## config.mk

```make
export PLATFORM = sky130hd
export DESIGN_NAME = macTop
export DESIGN_NICKNAME = d
export VERILOG_FILES = /design/src/arithPkg.sv /design/src/blockPkg.sv /design/src/arrayMult4.sv /design/src/shiftScaler.sv /design/src/claAdder.sv /design/src/blockAccum.sv /design/src/macTop.sv
export VERILOG_INCLUDE_DIRS = /design/src
export SDC_FILE = /design/constraint.sdc
export NUM_CORES = 1
export LEC_CHECK = 0
export ABC_AREA = 1
export BUFFER_PORTS_ARGS = -buffer_cell sky130_fd_sc_hd__buf_4
export CAP_MARGIN = 20
export CORE_MARGIN = 2
export CORE_UTILIZATION = 60
export DETAILED_ROUTE_END_ITERATION = 12
export HOLD_SLACK_MARGIN = 0.1
export MAX_ROUTING_LAYER = met4
export PLACE_DENSITY = 0.83
export SYNTH_ARGS = -nofsm -noshare
export SYNTH_HDL_FRONTEND = slang
export SYNTH_HIERARCHICAL = 1
export SYNTH_SLANG_ARGS = --single-unit
```

## constraint.sdc

```tcl
create_clock -name C -period 3.54 [get_ports C]
set_input_delay 0.708 -clock C [delete_from_list [all_inputs] [get_ports C]]
set_output_delay 0.708 -clock C [all_outputs]
set_load 0.02 [all_outputs]
```

## src/mac_params.svh

```systemverilog
// Block multiply-accumulate parameters.
// Block length and accumulator width shared by packages and RTL.
`ifndef MAC_PARAMS_SVH
`define MAC_PARAMS_SVH

// samples summed per block.
`define MAC_BLOCK_LEN 16

// accumulator width, kept a multiple of 4 for the look-ahead groups.
`define MAC_ACC_WIDTH 12

`endif

```

## src/arithPkg.sv

```systemverilog
// Arithmetic vector types for the block multiply-accumulate unit.
// Operand, product, sample, shift, term and sum widths.
`include "mac_params.svh"

package arithPkg;

  // multiplier operand.
  typedef logic [3:0] operand;

  // full 4x4 product.
  typedef logic [7:0] product;

  // value fed to the scale path, also its scaled result.
  typedef logic [7:0] sample;

  // divide exponent, 0 to 3.
  typedef logic [1:0] shiftSel;

  // product plus scaled value.
  typedef logic [8:0] term;

  typedef logic [`MAC_ACC_WIDTH-1:0] accum;

endpackage

```

## src/blockPkg.sv

```systemverilog
// Block control types for the accumulator.
// Sample counter and accumulator phase.
`include "mac_params.svh"

package blockPkg;

  // counts samples within a block, wraps at the block length.
  typedef logic [$clog2(`MAC_BLOCK_LEN)-1:0] sampleCount;

  // accIdle until the first sample of a block is taken.
  typedef enum logic {accIdle, accRun} accPhase;

endpackage

```

## src/arrayMult4.sv

```systemverilog
// 4x4 unsigned partial-product multiplier.
// Product and its valid are registered on the sample strobe.
`timescale 1ns/1ps

module arrayMult4 (
  input  logic             C,
  input  logic             CLR,
  input  logic             sampleValid,
  input  arithPkg::operand opA,
  input  arithPkg::operand opB,
  output arithPkg::product prodOut,
  output logic             prodValid
);
  import arithPkg::*;

  product pp0;
  product pp1;
  product pp2;
  product pp3;
  product prodNext;

  // each row is opA shifted into place, gated by one bit of opB.
  assign pp0 = {4'b0000, opA} & {8{opB[0]}};
  assign pp1 = {3'b000, opA, 1'b0} & {8{opB[1]}};
  assign pp2 = {2'b00, opA, 2'b00} & {8{opB[2]}};
  assign pp3 = {1'b0, opA, 3'b000} & {8{opB[3]}};

  // 15 * 15 = 225 still fits in 8 bits.
  assign prodNext = pp0 + pp1 + pp2 + pp3;

  always_ff @(posedge C or posedge CLR)
  begin
    if (CLR)
    begin
      prodOut   <= '0;
      prodValid <= 1'b0;
    end
    else
    begin
      prodValid <= sampleValid;
      if (sampleValid)
        prodOut <= prodNext;
    end
  end

endmodule

```

## src/shiftScaler.sv

```systemverilog
// Power-of-two divider with round half up.
// Divides by 1, 2, 4 or 8 and registers the result with its valid.
`timescale 1ns/1ps

module shiftScaler (
  input  logic              C,
  input  logic              CLR,
  input  logic              sampleValid,
  input  arithPkg::sample   scaleIn,
  input  arithPkg::shiftSel scaleShift,
  output arithPkg::sample   scaledOut,
  output logic              scaledValid
);
  import arithPkg::*;

  sample quotient;
  logic  remTop;
  sample scaledNext;

  // quotient is the shifted value, remTop the highest bit shifted out.
  always_comb
  begin
    case (scaleShift)
      2'd1:    quotient = {1'b0, scaleIn[7:1]};
      2'd2:    quotient = {2'b00, scaleIn[7:2]};
      2'd3:    quotient = {3'b000, scaleIn[7:3]};
      default: quotient = scaleIn;
    endcase
    remTop = (scaleShift == 2'd0) ? 1'b0 : scaleIn[3'(scaleShift) - 3'd1];
  end

  // quotient is at most 127 when remTop can be set, so no overflow.
  assign scaledNext = quotient + sample'(remTop);

  always_ff @(posedge C or posedge CLR)
  begin
    if (CLR)
    begin
      scaledOut   <= '0;
      scaledValid <= 1'b0;
    end
    else
    begin
      scaledValid <= sampleValid;
      if (sampleValid)
        scaledOut <= scaledNext;
    end
  end

endmodule

```

## src/claAdder.sv

```systemverilog
// Accumulator-width carry look-ahead adder.
// 4-bit look-ahead groups chained through group generate and propagate.
`timescale 1ns/1ps
`include "mac_params.svh"

module claAdder (
  input  arithPkg::accum a,
  input  arithPkg::accum b,
  output arithPkg::accum sum,
  output logic           carryOut
);
  import arithPkg::*;

  localparam int GROUPS = `MAC_ACC_WIDTH / 4;

  accum              bitGen;
  accum              bitProp;
  accum              bitCarry;
  logic [GROUPS-1:0] grpGen;
  logic [GROUPS-1:0] grpProp;
  logic [GROUPS:0]   grpCarry;

  assign bitGen  = a & b;
  assign bitProp = a ^ b;

  // no carry into the accumulator add.
  assign grpCarry[0] = 1'b0;

  for (genvar k = 0; k < GROUPS; k++)
  begin : gGroup
    logic [3:0] g;
    logic [3:0] p;
    logic       ci;

    assign g  = bitGen[4*k +: 4];
    assign p  = bitProp[4*k +: 4];
    assign ci = grpCarry[k];

    // carries into each bit of the group, all from the group carry in.
    assign bitCarry[4*k]   = ci;
    assign bitCarry[4*k+1] = g[0] | (p[0] & ci);
    assign bitCarry[4*k+2] = g[1] | (p[1] & g[0]) | (p[1] & p[0] & ci);
    assign bitCarry[4*k+3] = g[2] | (p[2] & g[1]) | (p[2] & p[1] & g[0])
                           | (p[2] & p[1] & p[0] & ci);

    // group terms for the next level.
    assign grpGen[k]  = g[3] | (p[3] & g[2]) | (p[3] & p[2] & g[1])
                      | (p[3] & p[2] & p[1] & g[0]);
    assign grpProp[k] = &p;

    assign grpCarry[k+1] = grpGen[k] | (grpProp[k] & grpCarry[k]);
  end

  assign sum      = bitProp ^ bitCarry;
  assign carryOut = grpCarry[GROUPS];

endmodule

```

## src/blockAccum.sv

```systemverilog
// Block accumulator with asynchronous clear.
// Sums product plus scaled value over a block, then emits sum, overflow and done.
`timescale 1ns/1ps
`include "mac_params.svh"

module blockAccum (
  input  logic             C,
  input  logic             CLR,
  input  logic             prodValid,
  input  arithPkg::product prodOut,
  input  arithPkg::sample  scaledOut,
  output arithPkg::accum   blockSum,
  output logic             blockOverflow,
  output logic             blockDone
);
  import arithPkg::*;
  import blockPkg::*;

  term        termVal;
  accum       termExt;
  accum       accReg;
  accum       accNext;
  logic       addCarry;
  logic       sticky;
  logic       stickyNext;
  logic       lastSample;
  sampleCount count;
  accPhase    phase;

  // scaled value rides alongside the product, same strobe.
  assign termVal = {1'b0, prodOut} + {1'b0, scaledOut};
  assign termExt = accum'(termVal);

  claAdder uAdd (
    .a        (accReg),
    .b        (termExt),
    .sum      (accNext),
    .carryOut (addCarry)
  );

  // a fresh block starts with no carry history.
  assign stickyNext = ((phase == accRun) & sticky) | addCarry;

  assign lastSample = prodValid && (count == sampleCount'(`MAC_BLOCK_LEN - 1));

  always_ff @(posedge C or posedge CLR)
  begin
    if (CLR)
    begin
      accReg        <= '0;
      count         <= '0;
      phase         <= accIdle;
      sticky        <= 1'b0;
      blockSum      <= '0;
      blockOverflow <= 1'b0;
      blockDone     <= 1'b0;
    end
    else
    begin
      blockDone <= 1'b0;
      if (lastSample)
      begin
        // publish the block and start over from zero.
        blockSum      <= accNext;
        blockOverflow <= stickyNext;
        blockDone     <= 1'b1;
        accReg        <= '0;
        count         <= '0;
        phase         <= accIdle;
      end
      else if (prodValid)
      begin
        accReg <= accNext;
        count  <= count + sampleCount'(1);
        phase  <= accRun;
        sticky <= stickyNext;
      end
    end
  end

endmodule

```

## src/macTop.sv

```systemverilog
// Block multiply-accumulate top level.
// Product and scale paths feed the block accumulator.
`timescale 1ns/1ps

module macTop (
  input  logic              C,
  input  logic              CLR,
  input  logic              sampleValid,
  input  arithPkg::operand  opA,
  input  arithPkg::operand  opB,
  input  arithPkg::sample   scaleIn,
  input  arithPkg::shiftSel scaleShift,
  output arithPkg::accum    blockSum,
  output logic              blockOverflow,
  output logic              blockDone
);
  import arithPkg::*;

  product prodOut;
  logic   prodValid;
  sample  scaledOut;
  logic   scaledValid;

  arrayMult4 uMult (
    .C           (C),
    .CLR         (CLR),
    .sampleValid (sampleValid),
    .opA         (opA),
    .opB         (opB),
    .prodOut     (prodOut),
    .prodValid   (prodValid)
  );

  // scaledValid always matches prodValid, so the accumulator ignores it.
  shiftScaler uScale (
    .C           (C),
    .CLR         (CLR),
    .sampleValid (sampleValid),
    .scaleIn     (scaleIn),
    .scaleShift  (scaleShift),
    .scaledOut   (scaledOut),
    .scaledValid (scaledValid)
  );

  blockAccum uAccum (
    .C             (C),
    .CLR           (CLR),
    .prodValid     (prodValid),
    .prodOut       (prodOut),
    .scaledOut     (scaledOut),
    .blockSum      (blockSum),
    .blockOverflow (blockOverflow),
    .blockDone     (blockDone)
  );

endmodule

```

# Word-level counts from Yosys, hierarchy flattened
# Index checks and enable logic that the tools add are counted.
[totals]
regBits = 49
output_inout_bits = 14
in_bits = 21
elab_cells = 114
[classes]
n_lt_le_gt_ge = 1
n_bitwise = 75
eq_ne = 4
n_reduce_logical = 6
muxes = 11
n_addsub = 7
[ops]
columns = ["op", "count"]
rows = [
  ["bitwise AND 1 bit", 40],
  ["bitwise OR 1 bit", 27],
  ["adder 8 bit", 3],
  ["2-to-1 mux 12 bit", 2],
  ["case mux 8 bit (3 select lines)", 1],
  ["bitwise AND 12 x 9 -> 12 bit", 1],
  ["XOR 12 bit", 1],
  ["XOR 12 x 9 -> 12 bit", 1],
  ["adder 8 x 8 -> 9 bit", 1],
  ["adder 8 x 1 -> 8 bit", 1],
  ["bitwise AND 4 x 8 -> 8 bit", 1],
  ["bitwise AND 5 x 8 -> 8 bit", 1],
  ["bitwise AND 6 x 8 -> 8 bit", 1],
  ["bitwise AND 7 x 8 -> 8 bit", 1],
  ["2-to-1 mux 4 bit", 2],
  ["AND reduction 4 bit", 2],
  ["2-to-1 mux 1 bit", 5],
  ["adder 4 x 1 -> 4 bit (second input constant)", 1],
  ["== test 2 bit (second input constant)", 2],
  ["== test 4 bit (second input constant)", 1],
  ["less-than comparator 3 x 4 -> 1 bit (second input constant)", 1],
  ["binary-select mux 1 bit (select 3 bit)", 1],
  ["subtractor 2 x 1 -> 3 bit (second input constant)", 1],
  ["== test 2 x 1 -> 1 bit (second input constant)", 1],
  ["5 further kinds", 5],
]

# Logic depth before layout (Yosys ltp)
# Gate-level depths: netlist of run 1.
[depth]
depth_word = 13
ltp_mapped = 20
ltp_nobuf = 20

# Cells and area by module
# The synthesis of run 1 kept the hierarchy.
[modules_own_cells]
columns = ["mod", "area_per_inst_um2", "n_inst", "cells_per_inst"]
rows = [
  ["blockAccum", 1702.9, 1, 193],
  ["shiftScaler", 922.1, 1, 136],
  ["arrayMult4", 768.2, 1, 103],
  ["claAdder", 508.0, 1, 73],
]

# Least setup slack after synthesis of run 1
# Ideal clock, no wire load.
[synth_path]
path_kind = "input to register"
start = "input opB[0]"
end = "register uMult.prodOut[7]"
arrival_ns = 2.812
stages = 12
path_slack_ns = 0.611
n_path_buf = 0
setup_ns = 0.117
cell_sequence = "nand2_1 > inv_1 > fa_1 > inv_1 > fa_1 > inv_1 > ha_1 > fa_1 > nand3_1 > nand3_1 > nand3_1 > nand2_1"
[synth_via]
elab_chain_len = 4
[synth_lines]
columns = ["element", "line", "source"]
rows = [
  ["start, declared", "macTop.sv:10", "input arithPkg::operand opB,"],
  ["bitwise AND 4 x 8 -> 8 bit", "arrayMult4.sv:23", "assign pp0 = {4'b0000, opA} & {8{opB[0]}};"],
  ["adder 8 bit (3 in a row)", "arrayMult4.sv:29", "assign prodNext = pp0 + pp1 + pp2 + pp3;"],
  ["end signal, assigned", "arrayMult4.sv:42", "prodOut <= prodNext;"],
  ["end, declared", "arrayMult4.sv:11", "output arithPkg::product prodOut,"],
]
# Every way passes these cells.
# A chain may end at the register's enable or synchronous reset.

# Worst setup path in the final report of run 1
[layout_path]
start = "register uScale.scaledOut[0]"
end = "register uAccum.accReg[9]"
[layout_via]
word_cells_on_any_way = 27
cone_classes = "add/sub: 1; mux: 2; bitwise: 23; reduce/logical: 1"
[layout_lines]
columns = ["element", "line", "source"]
rows = [
  ["start, declared", "shiftScaler.sv:11", "output arithPkg::sample scaledOut,"],
  ["start signal, assigned", "shiftScaler.sv:46", "scaledOut <= scaledNext;"],
  ["adder 8 x 8 -> 9 bit *", "blockAccum.sv:31", "assign termVal = {1'b0, prodOut} + {1'b0, scaledOut};"],
  ["net uAccum.termVal[6]", "blockAccum.sv:19", "term termVal;"],
  ["bitwise AND 12 x 9 -> 12 bit / XOR 12 x 9 -> 12 bit (equally long branches)", "claAdder.sv:23, claAdder.sv:24", ""],
  ["bitwise AND 1 bit, on equally long branches", "claAdder.sv:47, claAdder.sv:48", ""],
  ["bitwise OR 1 bit (tied with other cells)", "claAdder.sv:47", "assign grpGen[k] = g[3] | (p[3] & g[2]) | (p[3] & p[2] & g[1])"],
  ["bitwise OR 1 bit / bitwise AND 1 bit (equally long branches)", "claAdder.sv:47, claAdder.sv:48", ""],
  ["bitwise OR 1 bit", "claAdder.sv:48", "| (p[3] & p[2] & p[1] & g[0]);"],
  ["bitwise OR 1 bit *", "claAdder.sv:51", "assign grpCarry[k+1] = grpGen[k] | (grpProp[k] & grpCarry[k]);"],
  ["bitwise AND 1 bit *", "claAdder.sv:41", "assign bitCarry[4*k+1] = g[0] | (p[0] & ci);"],
  ["bitwise OR 1 bit *", "claAdder.sv:41", ""],
  ["XOR 12 bit *", "claAdder.sv:54", "assign sum = bitProp ^ bitCarry;"],
  ["net uAccum.accNext[9]", "blockAccum.sv:22", "accum accNext;"],
  ["2-to-1 mux 12 bit *", "blockAccum.sv:71", "else if (prodValid)"],
  ["2-to-1 mux 12 bit *", "blockAccum.sv:61", "if (lastSample)"],
  ["end signal, assigned", "blockAccum.sv:73", "accReg <= accNext;"],
  ["end, declared", "blockAccum.sv:21", "accum accReg;"],
]
# The timed path passes the listed nets; every way through them passes the cells marked *. The select of a mux whose other input is x is not followed.

==> out/metrics.cfg, run 1 <==
[outcome]
status=finished clean

[timing]
clock_skew_ps=5.414
period_share_pct=86.12
fin_setup_tns_ps=0
layout_setup_ws_ps=491.5
hold_viol_final=0
slew_violations=0
period_minus_slack_ps=3049
rsz0062_at_grt=no
final-setup-viol-count=0
clock.fmax_ghz=0.3280

[clock_network]
cts_made_buffers=5
clock-sinks=49
htreeDepth=2
clkLatencyLatePin_ps=300
clk_pin_slew_ps=90
cts_tree=built
clockBufferDepth=2
post_cts_buffers=0
holdBufCountCts=0
root_buffer=clkbuf_8
cts_resized=0

[critical_path]
start_kind=register
worstPathArrival_ps=3230
critPathRequiredTime_ps=3720
crit_path_end_kind=register
crit_slowest_cell=dfrtp_1
critPathBufInv=0
cp.depth=17
cp_top_family=adder cells
cpMostUsedCell=nand2_1
path_class=reg2reg
crit_fanout=5
r2r_cells=17
max_stage_delay_ps=420
crit_chain=ha_1 -> fa_1 -> nand2_1 -> nand2_1 -> nand3b_1 -> nand2_1 -> nand2_1 -> nand2_1 -> ha_1 -> nand2_1 -> nor2_1 -> nor2_2 -> nand2_4 -> fa_1 -> xor2_1 -> nand2_1 -> o21ai_0

[drt]
dr.first_iter.drc_count=176
ant_nets=0
drt-total-wl_mm=7.343
vias=3189
wl_per_cell_um=11.86
firstDrtPassIters=4
via_per_inst=5.152
drc=0

[placed_design]
pre_cts_slack_ps=360.2
post_dp_cell_area_um2=4177
port_buffers=34
post-dp-hpwl_mm=5.880
gp_congestion=0.8733

[layout]
seq_area_um2=1226
antenna_cells=0
multiInputGateArea_um2=2277
syn_to_final_growth_pct=10.01
fillers=533
design_area_um2=4264
layout.nets=609
final_layout_size_suffix_gt1_share_pct=16.05
final_core_util_pct=67.54

[power]
vdd_ir_drop_max_mv=0.4035
finalPower_w=0.002774
power_density_nw_per_um2=650.6
p_leak_nw=2.478

[run]
cap_violations=0

[grt]
antenna_found_initial=0
grt_pass1_wl_mm=13.12
grt_overflow=0
grt_pass1_vias=3041
grt_max_degree=33
grt_util_all_layers_pct=22.37

[synth]
yosysWarningCount=6
netlist_area_um2=3876
netlist_instances=504
synth.avg_cell_area_um2=7.691

[die]
die_area_um2=7119
num_rows=29
die_w_um=84.38
fp.coreArea_um2=6314
io_pins=35
dieHeight_um=84.38
start_util_pct=61.40

[hold_path]
min_path_type=in2async

cell usage in the layout, fill, tap and decap left out, drive strengths merged, types with 6 or more instances in the layout:
cell    count
inv        79
fa          9
o21ai      21
nor2       30
nand3      28
ha         38
a21oi      11
dfrtp      49
clkbuf      6
nand2     186
buf        36
o22ai      11
xor2        7
path summary, 6_finish.rpt:
check | start | endpoint | slack, ps
setup / recovery | uScale/scaledOut[0] | uAccum/accReg[9] | 490
hold / removal | CLR | uScale/scaledOut[1] | 380
setup reg to reg | uScale/scaledOut[0] | uAccum/accReg[9] | 490
hold reg to reg | uMult/prodOut[4] | uMult/prodOut[4] | 490
max in group asynchronous | CLR | uAccum/accReg[2] | 2740
min in group C | uMult/prodOut[4] | uMult/prodOut[4] | 490
metrics by stage:
stage	hold slack, ps	std cells
after floorplan	445.9	506
after global placement	462.7	611
after detailed placement	465.8	611
after CTS	372.3	619
after global routing	398.5	619
final	379.2	619
report_power, final:
| group | switching [W] | internal (W) | leakage (nW) | total (W) |
|---|---|---|---|---|
| Sequential | 0.000126 | 0.000748 | 0.609 | 0.000874 |
| Combinational | 0.000931 | 0.000647 | 1.83 | 0.00158 |
| Clock | 0.000183 | 0.000139 | 0.0374 | 0.000323 |
| Total | 0.00124 | 0.00153 | 2.48 | 0.00277 |
final cells by class:
cell class                 instances  share of cell area [%]
tap                               77                   2.259
sequential                        49                   28.76
timing repair buffer              36                   6.338
inverter                          81                   7.189
multi-input combinational        368                   53.40
clock inverter                     2                  0.3521
clock buffer                       6                   1.702
flip-flops by register name (all words and copies together) (netlist names):
register / cells
uAccum/sticky: 1
uMult/prodOut: 8
uMult/prodValid: 1
uAccum/accReg: 12
uAccum/count: 4
uScale/scaledOut: 8
uAccum/blockOverflow: 1
uAccum/blockSum: 12
uAccum/phase: 1
uAccum/blockDone: 1
worst register-to-register path, delay by kind of cell, from the launching register on:
family	cells	cell delay, ps
simple gates	11	910
xor+xnor	1	190
compound gates	1	80
flops	1	420
fa+ha+maj	4	1340
layer usage:
metal / share of wire (%) / vias to the layer above / routed length (µm) / GRT usage (%)
met4: 0.93 / 0 / 68 / 4.329
met2: 50 / 66 / 3669 / 38.46
met5: 0 / - / 0 / -
met3: 3.5 / 8 / 254 / 3.245
met1: 46 / 1468 / 3350 / 28.50
li1: - / 1647 / - / -
Power figures use the tool's default switching activity.
==> run 2: changes to the inputs <==
--- a/config.mk
+++ b/config.mk
@@ -9,12 +9,14 @@
 export ABC_AREA = 1
 export BUFFER_PORTS_ARGS = -buffer_cell sky130_fd_sc_hd__buf_4
 export CAP_MARGIN = 20
+export CELL_PAD_IN_SITES_DETAIL_PLACEMENT = 0
+export CELL_PAD_IN_SITES_GLOBAL_PLACEMENT = 1
 export CORE_MARGIN = 2
-export CORE_UTILIZATION = 60
+export CORE_UTILIZATION = 45
 export DETAILED_ROUTE_END_ITERATION = 12
 export HOLD_SLACK_MARGIN = 0.1
 export MAX_ROUTING_LAYER = met4
-export PLACE_DENSITY = 0.83
+export PLACE_DENSITY = 0.84
 export SYNTH_ARGS = -nofsm -noshare
 export SYNTH_HDL_FRONTEND = slang
 export SYNTH_HIERARCHICAL = 1
==> run 2 against run 1 <==
Effect of this change: final cell count increased by 4.5%; count of clock-buffer cells in the layout unchanged; highest routed layer unchanged; non-clock buffer count unchanged; worst hold slack got worse by 11 ps; sequential share of layout area decreased by 0.23 points; first-iteration DRC count decreased by 30%; critical path depth unchanged; utilization decreased by 16 points; sequential power decreased by 0.8%; clock power increased by 3%; combinational power about the same.
==> out/metrics.cfg, run 2 (synthesis results as in run 1) <==
[drt]
drc=0  ; unchanged
via_per_inst=4.784  ; -7.1%
wl_per_cell_um=11.30  ; -4.8%
firstDrtPassIters=6  ; +2
dr.first_iter.drc_count=124  ; -30%
vias=3095  ; -2.9%
drt-total-wl_mm=7.308  ; -0.48%
ant_nets=0  ; unchanged

[clock_network]
clock-sinks=49  ; unchanged
post_cts_buffers=0  ; unchanged
cts_tree=built
clk_pin_slew_ps=100  ; about the same
root_buffer=clkbuf_8
holdBufCountCts=0  ; unchanged
cts_made_buffers=5  ; unchanged
htreeDepth=2  ; unchanged
cts_resized=0  ; unchanged
clkLatencyLatePin_ps=300  ; about the same
clockBufferDepth=2  ; unchanged

[grt]
grt_util_all_layers_pct=16.78  ; -5.6 points
grt_pass1_vias=3012  ; -0.95%
grt_max_degree=33  ; unchanged
grt_pass1_wl_mm=13.08  ; -0.31%
antenna_found_initial=0  ; unchanged
grt_overflow=0  ; unchanged

[power]
vdd_ir_drop_max_mv=0.2249  ; -44%
p_leak_nw=2.478  ; unchanged
power_density_nw_per_um2=639.9  ; -1.7%
finalPower_w=0.002751  ; -0.85%

[critical_path]
critPathRequiredTime_ps=3730  ; about the same
crit_fanout=5  ; unchanged
path_class=reg2reg
start_kind=register
worstPathArrival_ps=3210  ; -20 ps
cpMostUsedCell=nand2_1
max_stage_delay_ps=410  ; about the same
crit_chain=ha_1 -> fa_1 -> nand2_1 -> nand2_1 -> nand3b_1 -> nand2_1 -> nand2_1 -> nand2_1 -> ha_1 -> nand2_1 -> nor2_1 -> nor2_2 -> nand2_4 -> fa_1 -> xor2_1 -> nand2_1 -> o21ai_0
crit_slowest_cell=dfrtp_1
crit_path_end_kind=register

[timing]
period_share_pct=85.26  ; -0.85 points
slew_violations=0  ; unchanged
period_minus_slack_ps=3018  ; -30.16 ps
final-setup-viol-count=0  ; unchanged
hold_viol_final=0  ; unchanged
rsz0062_at_grt=no
clock.fmax_ghz=0.3313  ; +1.0%
clock_skew_ps=10.04  ; +4.623 ps
fin_setup_tns_ps=0  ; unchanged

[layout]
layout.cells.non_filler=647  ; +4.5%
syn_to_final_growth_pct=10.91
final_layout_size_suffix_gt1_share_pct=16.05  ; unchanged
layout_commonest_cell=nand2_1
final_cell_mix=nand2_1, inv_1, dfrtp_1
layout.nets=609  ; unchanged
antenna_cells=0  ; unchanged
largest_registers=uAccum/accReg: 12 flops, uAccum/blockSum: 12 flops

[die]
num_rows=33  ; +14%
io_pins=35  ; unchanged
die_area_um2=9372  ; +32%
start_util_pct=46.71  ; -15 points
fp.coreArea_um2=8299  ; +31%
dieHeight_um=96.81  ; +15%
die_w_um=96.81  ; +15%

[placed_design]
post-dp-hpwl_mm=5.907  ; +0.47%
port_buffers=34  ; unchanged
dp.cells=639  ; +4.6%
gp_congestion=0.8279  ; -5.2%

[run]
cap_violations=0  ; unchanged

[hold_path]
min_path_type=in2async

[outcome]
status=finished clean

==> run 2: cell counts in the layout (fill, tap and decap cells not counted) <==
No cell type changed its count.
==> run 2: final cells by class <==
type / count / area, µm²
well taps: 105 / 131.4
inverters: 81 / 306.5
flip-flops and latches: 49 / 1226
clock buffers: 6 / 72.57
clock inverters: 2 / 15.01
repair buffers: 36 / 270.3
fillers: 832 / 4000
multi-input cells: 368 / 2277
==> run 2: path summary, 6_finish.rpt <==
kind / slack, ps / cells after the start / to / startpoint
max in group asynchronous: 2720 / 3 / uAccum/accReg[2] / CLR
worst max-delay path: 520 / 17 / uAccum/accReg[9] / uScale/scaledOut[0]
worst min register to register: 480 / 2 / uMult/prodOut[3] / uMult/prodOut[3]
min in group C: 480 / 2 / uMult/prodOut[3] / uMult/prodOut[3]
worst max register to register: 520 / 17 / uAccum/accReg[9] / uScale/scaledOut[0]
worst min-delay path: 370 / 2 / uScale/scaledOut[7] / CLR
==> run 2: stage by stage <==
stage          util, %  worst slack (ps)  hold slack [ps]  area, µm²
3_5_place_dp     50.75             392.4            465.2       4212
3_3_place_gp     50.75             415.2            463.4       4212
6_report         51.80             521.6            368.6       4299
5_1_grt          51.80             262.4            380.6       4299
2_1_floorplan        -             611.1            445.9       3884
4_1_cts          51.80             506.9            368.8       4299
==> run 2: power breakdown <==
group	internal (W)	switching, W	leakage (nW)	total [W]
logic	0.000645	0.000906	1.83	0.00155
registers	0.000748	0.000119	0.609	0.000867
clock network	0.000140	0.000194	0.0374	0.000333
total	0.00153	0.00122	2.48	0.00275
==> run 2: critical path, delay by kind of cell (launching register included) <==
kind	cells	cell delay (ps)
adders and majority gates	4	1340
and+or+nand+nor	11	890
DFF	1	410
xor gates and xnor gates	1	180
AOI/OAI and AO/OA	1	70
==> run 2: per-layer routing <==
layer | vias to the layer above | track usage [%] | routed length (µm)
met2 | 55 | 27.72 | 3342
li1 | 1646 | - | -
met3 | 7 | 2.095 | 224
met1 | 1387 | 21.79 | 3658
met5 | - | - | 0
met4 | 0 | 4.767 | 82
